File: config.mk
export PLATFORM = sky130hd
export DESIGN_NAME = combAgcLoopFilter
export DESIGN_NICKNAME = d
export VERILOG_FILES = /design/src/agcPkg.sv /design/src/agcCtrlIf.sv /design/src/combAgcLoopFilter.sv /design/src/agcChannelFilter.sv /design/src/agcRegs.sv
export SDC_FILE = /design/constraint.sdc
export NUM_CORES = 1
export LEC_CHECK = 0
export ABC_AREA = 1
export BUFFER_PORTS_ARGS = -buffer_cell sky130_fd_sc_hd__buf_2
export CAP_MARGIN = 25
export CORE_UTILIZATION = 40
export CTS_CLUSTER_DIAMETER = 50
export DETAILED_ROUTE_END_ITERATION = 16
export GPL_ROUTABILITY_DRIVEN = 0
export PLACE_DENSITY = 0.56
export SYNTH_ARGS = -nofsm -noshare
export SYNTH_HDL_FRONTEND = slang
export SYNTH_SLANG_ARGS = --single-unit
File: constraint.sdc
create_clock -name clk -period 6.03 [get_ports clk]
set_input_delay 0 -clock clk [delete_from_list [all_inputs] [get_ports clk]]
set_output_delay 0 -clock clk [all_outputs]
set_load 0.005 [all_outputs]
File: src/agcPkg.sv
// AGC loop filter shared definitions
`default_nettype none

package agcPkg;

    // Datapath widths
    localparam int LevelWidth    = 12;
    localparam int IntegWidth    = 32;
    localparam int SetpointWidth = 8;
    localparam int GainWidth     = 5;

    // Integrator value for a gain of one
    localparam logic [IntegWidth-1:0] UnityGain = 32'h0000_0800;

    // Register map
    typedef enum logic [5:0] {
        RegSetpoint = 6'd0,
        RegGain     = 6'd1,
        RegUpper    = 6'd2,
        RegLower    = 6'd3,
        RegInteg0   = 6'd4,
        RegInteg1   = 6'd5
    } agcRegAddr;

endpackage

`default_nettype wire
File: src/agcCtrlIf.sv
// AGC loop configuration bus
`timescale 1ns/1ps
`default_nettype none

interface agcCtrlIf
    import agcPkg::*;
();
    logic [SetpointWidth-1:0] setpoint;
    logic                     invertError;
    logic                     zeroError;
    logic                     byPassAgc;
    logic [GainWidth-1:0]     posErrorGain;
    logic [GainWidth-1:0]     negErrorGain;
    logic [IntegWidth-1:0]    upperLimit;
    logic [IntegWidth-1:0]    lowerLimit;

    // Register block side
    modport regs (
        output setpoint, invertError, zeroError, byPassAgc,
        output posErrorGain, negErrorGain, upperLimit, lowerLimit
    );

    // Channel filter side
    modport filter (
        input setpoint, invertError, zeroError, byPassAgc,
        input posErrorGain, negErrorGain, upperLimit, lowerLimit
    );

endinterface

`default_nettype wire

File: src/combAgcLoopFilter.sv
// Dual-channel AGC loop filter
`timescale 1ns/1ps
`default_nettype none

module combAgcLoopFilter
    import agcPkg::*;
(
    input  wire logic                  clk,
    input  wire logic                  reset,
    input  wire logic                  clkEn,
    input  wire logic                  cs,
    input  wire logic                  wr0,
    input  wire logic                  wr1,
    input  wire logic                  wr2,
    input  wire logic                  wr3,
    input  wire logic [5:0]            addr,
    input  wire logic [IntegWidth-1:0] din,
    output logic      [IntegWidth-1:0] dout,
    input  wire logic [LevelWidth-1:0] signalLevel0,
    input  wire logic [LevelWidth-1:0] signalLevel1,
    output logic      [IntegWidth-1:0] loopOutput0,
    output logic      [IntegWidth-1:0] loopOutput1,
    output logic                       agcBypass
);

    agcCtrlIf ctrlBus ();

    agcRegs loopRegs (
        .clk        (clk),
        .reset      (reset),
        .cs         (cs),
        .wr0        (wr0),
        .wr1        (wr1),
        .wr2        (wr2),
        .wr3        (wr3),
        .addr       (addr),
        .din        (din),
        .dout       (dout),
        .integHigh0 (loopOutput0[IntegWidth-1:IntegWidth/2]),
        .integHigh1 (loopOutput1[IntegWidth-1:IntegWidth/2]),
        .ctrl       (ctrlBus.regs)
    );

    // Both channels share one configuration
    agcChannelFilter channel0 (
        .clk         (clk),
        .reset       (reset),
        .clkEn       (clkEn),
        .signalLevel (signalLevel0),
        .ctrl        (ctrlBus.filter),
        .loopOutput  (loopOutput0)
    );

    agcChannelFilter channel1 (
        .clk         (clk),
        .reset       (reset),
        .clkEn       (clkEn),
        .signalLevel (signalLevel1),
        .ctrl        (ctrlBus.filter),
        .loopOutput  (loopOutput1)
    );

    assign agcBypass = ctrlBus.byPassAgc;

endmodule

`default_nettype wire

File: src/agcChannelFilter.sv
// AGC loop filter for one channel
`timescale 1ns/1ps
`default_nettype none

module agcChannelFilter
    import agcPkg::*;
(
    input  wire logic                  clk,
    input  wire logic                  reset,
    input  wire logic                  clkEn,
    input  wire logic [LevelWidth-1:0] signalLevel,
    agcCtrlIf.filter                   ctrl,
    output logic      [IntegWidth-1:0] loopOutput
);

    // Gain code where the error passes unshifted
    localparam logic [GainWidth-1:0] UnityShift = 5'd11;

    logic signed [LevelWidth:0]   errorRaw;
    logic signed [LevelWidth:0]   errorAdj;
    logic signed [LevelWidth-1:0] loopError;
    logic [GainWidth-1:0]         loopGain;
    logic signed [IntegWidth-1:0] errorExt;
    logic signed [IntegWidth-1:0] leadNext;
    logic signed [IntegWidth-1:0] leadError;
    logic [IntegWidth:0]          sum;
    logic [IntegWidth-1:0]        integ;

    // Setpoint is in units of 16 level counts
    assign errorRaw = $signed({1'b0, ctrl.setpoint, 4'b0000}) - $signed({1'b0, signalLevel});
    assign errorAdj = ctrl.invertError ? -errorRaw : errorRaw;

    // Stage 1 runs on every edge
    always_ff @(posedge clk or posedge reset) begin
        if (reset) begin
            loopError <= '0;
        end else if (ctrl.zeroError) begin
            loopError <= '0;
        end else begin
            loopError <= errorAdj[LevelWidth:1];
        end
    end

    // Separate gains for each error sign
    assign loopGain = loopError[LevelWidth-1] ? ctrl.negErrorGain : ctrl.posErrorGain;
    assign errorExt = {{(IntegWidth-LevelWidth){loopError[LevelWidth-1]}}, loopError};

    always_comb begin
        if (loopGain >= UnityShift) begin
            leadNext = errorExt <<< (loopGain - UnityShift);
        end else begin
            leadNext = errorExt >>> (UnityShift - loopGain);
        end
    end

    always_ff @(posedge clk or posedge reset) begin
        if (reset) begin
            leadError <= '0;
        end else if (clkEn) begin
            leadError <= leadNext;
        end
    end

    // Signed lead added to the unsigned integrator, bit 32 flags carry or borrow
    assign sum = {1'b0, integ} + {leadError[IntegWidth-1], leadError};

    always_ff @(posedge clk or posedge reset) begin
        if (reset) begin
            integ <= UnityGain;
        end else if (ctrl.byPassAgc) begin
            integ <= UnityGain;
        end else if (clkEn) begin
            if (sum[IntegWidth] && leadError[IntegWidth-1]) begin
                // Borrow past zero
                integ <= ctrl.lowerLimit;
            end else if (sum[IntegWidth]) begin
                // Carry past full scale
                integ <= ctrl.upperLimit;
            end else if (sum[IntegWidth-1:0] >= ctrl.upperLimit) begin
                integ <= ctrl.upperLimit;
            end else if (sum[IntegWidth-1:0] <= ctrl.lowerLimit) begin
                integ <= ctrl.lowerLimit;
            end else begin
                integ <= sum[IntegWidth-1:0];
            end
        end
    end

    assign loopOutput = integ;

endmodule

`default_nettype wire

File: src/agcRegs.sv
// AGC loop register block
`timescale 1ns/1ps
`default_nettype none

module agcRegs
    import agcPkg::*;
(
    input  wire logic                    clk,
    input  wire logic                    reset,
    input  wire logic                    cs,
    input  wire logic                    wr0,
    input  wire logic                    wr1,
    input  wire logic                    wr2,
    input  wire logic                    wr3,
    input  wire logic [5:0]              addr,
    input  wire logic [IntegWidth-1:0]   din,
    output logic      [IntegWidth-1:0]   dout,
    input  wire logic [IntegWidth/2-1:0] integHigh0,
    input  wire logic [IntegWidth/2-1:0] integHigh1,
    agcCtrlIf.regs                       ctrl
);

    logic [3:0]               laneWr;
    agcRegAddr                regSel;
    logic [SetpointWidth-1:0] setpoint;
    logic                     invertError;
    logic                     zeroError;
    logic                     byPassAgc;
    logic [GainWidth-1:0]     posErrorGain;
    logic [GainWidth-1:0]     negErrorGain;
    logic [IntegWidth-1:0]    upperLimit;
    logic [IntegWidth-1:0]    lowerLimit;
    logic [IntegWidth-1:0]    readData;

    // Byte lane strobes only count with chip select
    assign laneWr = cs ? {wr3, wr2, wr1, wr0} : 4'b0000;
    assign regSel = agcRegAddr'(addr);

    always_ff @(posedge clk or posedge reset) begin
        if (reset) begin
            setpoint     <= '0;
            invertError  <= 1'b0;
            zeroError    <= 1'b0;
            byPassAgc    <= 1'b0;
            posErrorGain <= '0;
            negErrorGain <= '0;
            upperLimit   <= 32'hFFFF_FFFF;
            lowerLimit   <= '0;
        end else begin
            case (regSel)
                RegSetpoint: begin
                    if (laneWr[0]) begin
                        setpoint <= din[7:0];
                    end
                    // Control bits live in lane 1
                    if (laneWr[1]) begin
                        invertError <= din[8];
                        zeroError   <= din[9];
                        byPassAgc   <= din[10];
                    end
                end
                RegGain: begin
                    if (laneWr[0]) begin
                        posErrorGain <= din[4:0];
                    end
                    if (laneWr[1]) begin
                        negErrorGain <= din[12:8];
                    end
                end
                RegUpper: begin
                    for (int lane = 0; lane < 4; lane++) begin
                        if (laneWr[lane]) begin
                            upperLimit[lane*8 +: 8] <= din[lane*8 +: 8];
                        end
                    end
                end
                RegLower: begin
                    for (int lane = 0; lane < 4; lane++) begin
                        if (laneWr[lane]) begin
                            lowerLimit[lane*8 +: 8] <= din[lane*8 +: 8];
                        end
                    end
                end
                default: begin
                end
            endcase
        end
    end

    // Readback mux, fields at their register bit positions
    always_comb begin
        readData = '0;
        case (regSel)
            RegSetpoint: begin
                readData[7:0] = setpoint;
                readData[8]   = invertError;
                readData[9]   = zeroError;
                readData[10]  = byPassAgc;
            end
            RegGain: begin
                readData[4:0]  = posErrorGain;
                readData[12:8] = negErrorGain;
            end
            RegUpper:  readData = upperLimit;
            RegLower:  readData = lowerLimit;
            RegInteg0: readData[IntegWidth/2-1:0] = integHigh0;
            RegInteg1: readData[IntegWidth/2-1:0] = integHigh1;
            default:   readData = '0;
        endcase
    end

    assign dout = cs ? readData : '0;

    // Configuration goes straight out to the filters
    assign ctrl.setpoint     = setpoint;
    assign ctrl.invertError  = invertError;
    assign ctrl.zeroError    = zeroError;
    assign ctrl.byPassAgc    = byPassAgc;
    assign ctrl.posErrorGain = posErrorGain;
    assign ctrl.negErrorGain = negErrorGain;
    assign ctrl.upperLimit   = upperLimit;
    assign ctrl.lowerLimit   = lowerLimit;

endmodule

`default_nettype wire

==> summary.txt <==
Worst setup path
  • Reg2reg end: channel1.loopOutput[24]
  • Worst EP arrival: 5.52 ns
  • R2R setup slack: 0.98 ns
  • CP Data Required Time: 6.50 ns
  • Worst setup path start: channel1.loopOutput[0]
  • Worst-path fanout max: 20
  • Worst Setup EP: channel1.loopOutput[24]
  • Worst-case reg-to-reg path depth: 26
  • Worst Setup End Kind: flip-flop
  • Worst r2r src: channel1.loopOutput[0]
  • Crit Path Class: reg2reg
  • Worst setup SP type: flip-flop

Floorplan
  • Core area: 57700 um2
  • Standard-cell rows: 88
  • Width of the die: 243 um
  • Die Y: 243 um
  • IO Count: 167
  • Initial Util: 40.4%
  • DIE AREA: 59300 um2

CTS
  • Clock buffer depth: 3
  • TritonCTS clock tree: done
  • CTS clock-pin slew for the worst setup and hold paths: 0.05 ns
  • Root Buffer: clkbuf_16
  • Cts bufs inserted: 42
  • Post_cts resized: 0
  • H-tree levels: 2
  • Clk sink count: 237
  • Clk_lat worst skew: 0.59 ns

Timing
  • Hold slack: -0.000210 ns
  • Final TNS setup: 0 ns
  • # setup viols final: 0
  • Fmax: 0.198 GHz
  • Crit share post-route: 83.8%
  • Max Transition Viols Final: 0
  • Slew margin rel.: 33.7%
  • Tmin final: 5.05 ns
  • Fin Clk Skew: 0.0337 ns
  • Number of failing hold endpoints at the final stage: 1
  • Worst-Margin Slew: 0.994 ns
  • Unrepaired setup endpoints after global routing: no

Cells and area
  • Layout Utilization: 46.4%
  • Layout area overhead: 14.7%
  • Fin cells: 4715
  • Layout cells sized above 1: 9.32%
  • Commonest non-fill, non-tap cell in the layout: nand2_1
  • Final nets: 4205
  • Commonest cells after routing, fill and taps aside: 1271 x nand2_1, 435 x inv_1, 352 x a21oi_1, 326 x nor2_1, 290 x o21ai_0

Route
  • DRT Pass-1 Iters: 6
  • DR vias: 24900
  • DRT Wirelength: 88000 um
  • WL/cell: 18.7 um
  • DRC Markers: 0
  • Drt first-iter violations: 2288
  • Final ANT Viol Nets: 0
  • Vias per cell: 5.28

Global routing
  • GR Overflow Total: 0
  • Vias in the first global route: 23100
  • Gr usage total: 29.4%
  • Initial antenna violation count: 1
  • First-pass GRT wire length: 135000 um
  • Largest net degree at the start of global routing: 163

Synthesis
  • Yosys Warn Count: 0
  • Main synth FF type: dfrtp_1
  • Mapped Cells: 3746
  • Number of distinct library cells after synthesis: 62
  • Post-synthesis sequential area ratio: 25.6%
  • Syn Area/Cell: 6.23 um2
  • EDFF count, synth: 0
  • Synthesized flop and latch total: 237
  • Ys async rst share: 100%
  • Synthesized area: 23300 um2
  • Post-Syn Nets: 4036

Placed design
  • PortBufs: 166
  • Placed Cells: 4589
  • Detailed Place HPWL: 70200 um

Pwr
  • Peak VDD IR: 250 uV
  • Leak: 13.7 nW
  • PwrDens: 609 nW/um2

Hold path
  • HP Class: in2reg

Flow run
  • Maxcap violations: 0

Outcome
  • Failing checks: negative hold slack
  • Status: finished, violations left
==> synth_stat cells (33+ instances only) <==
master	n	area [um2]
dfstp_2	34	893
nand4_1	33	206
inv_1	436	1640
a21oi_1	352	1760
clkbuf_1	64	240
nand3_1	150	751
ha_1	218	2730
nand2_1	1271	4770
dfrtp_1	203	5080
o21ai_0	290	1450
nor2_1	327	1230
o21ai_1	55	275
==> cells by family (layout without fill, tap and decap cells) <==
group                      Yosys count  in the layout  synth area share [%]
AOI/OAI and AO/OA                  807            807                  18.5
xor gates and xnor gates            37             37                  1.61
adders and majority gates          220            220                  11.9
buffers and inverters              571            774                  9.73
DFF                                237            237                  25.6
muxes                                2              2                0.0858
other                                0              1                     0
and+or+nand+nor                   1872           1872                  32.6
==> worst min-delay path by stage <==
stage / from / end / slack, ns / cells after the start
after global placement: reset / channel1.loopError[0] / 0.01 / 2
final: signalLevel0[1] / channel0.loopError[0] / -0.0002 / 5
after floorplan: din[16] / loopRegs.ctrl.upperLimit[16] / 0.13 / 2
after detailed placement: reset / channel1.loopError[0] / 0.01 / 2
after CTS: signalLevel0[1] / channel0.loopError[0] / 0.002 / 5
after global routing: signalLevel0[1] / channel0.loopError[0] / 0.09 / 5
==> registers in the layout, summed over array words and instances, names as in the netlist, 8 cells and up <==
register and count:
channel0.leadError 32, channel0.loopOutput 32, channel1.leadError 32, channel1.loopOutput 32, loopRegs.ctrl.lowerLimit 32, loopRegs.ctrl.upperLimit 32
channel0.loopError 12, channel1.loopError 12, loopRegs.ctrl.setpoint 8
==> stage by stage <==
| step | total power, W | setup WS [ns] | area [um2] |
|---|---|---|---|
| 2_1_floorplan | 0.0106 | 2.52 | 23300 |
| 6_report | 0.0163 | 0.978 | 26700 |
| 4_1_cts | 0.0162 | 0.969 | 26700 |
| 5_1_grt | 0.0180 | 0.362 | 26700 |
| 3_5_place_dp | 0.0136 | 0.982 | 24800 |
| 3_3_place_gp | 0.0136 | 1.12 | 24800 |
==> power by group <==
group	leakage (nW)	switching [W]	internal (W)	total, W
clock	0.719	0.000900	0.00161	0.00251
sequential	2.84	0.000523	0.00201	0.00254
combinational	10.2	0.00739	0.00385	0.0112
==> per-layer routing <==
layer  track usage [%]  share of wire, %  vias to the layer above
met5                 0             0.015                        -
met1              39.9                45                    11400
met4              10.4               3.4                        2
met3              3.38               6.0                      141
li1                  -                 -                    12600
met2              48.1                46                      802
==> critical path: stages (launching register included) <==
cell and delay [ns]:
dfrtp_1 0.39, ha_1 0.25, fa_1 0.44, nand2_1 0.09
nand3_1 0.06, nand2_1 0.12, inv_1 0.05, nand2_1 0.05
nand2_1 0.12, nand2_1 0.11, nand2_1 0.10, nand2_1 0.07
nand2_1 0.08, nor2_1 0.21, nor2_1 0.12, ha_1 0.29
nand2_1 0.06, nor4_1 0.40, nand2_1 0.11, nand2_1 0.49
nand2_1 0.43, inv_1 0.47, o21ai_0 0.20, nand3_1 0.10
nand2_1 0.05, nand2_1 0.05, nand2_1 0.05
==> repair_timing <==
item	in CTS	in global routing
hold endpoints to repair	111	0
hold buffers	47	0
buffers inserted	0	0
==> final cells by class <==
type	count	area, um2
Antenna cell	1	2.50
Clock buffer	54	1180
Clock inverter	24	292
Fill cell	6196	30900
Inverter	454	1710
Multi-Input combinational cell	2938	15100
Sequential cell	237	5970
Tap cell	765	957
Timing Repair Buffer	242	1530
Note: power is estimated with default switching activity, not from simulation.
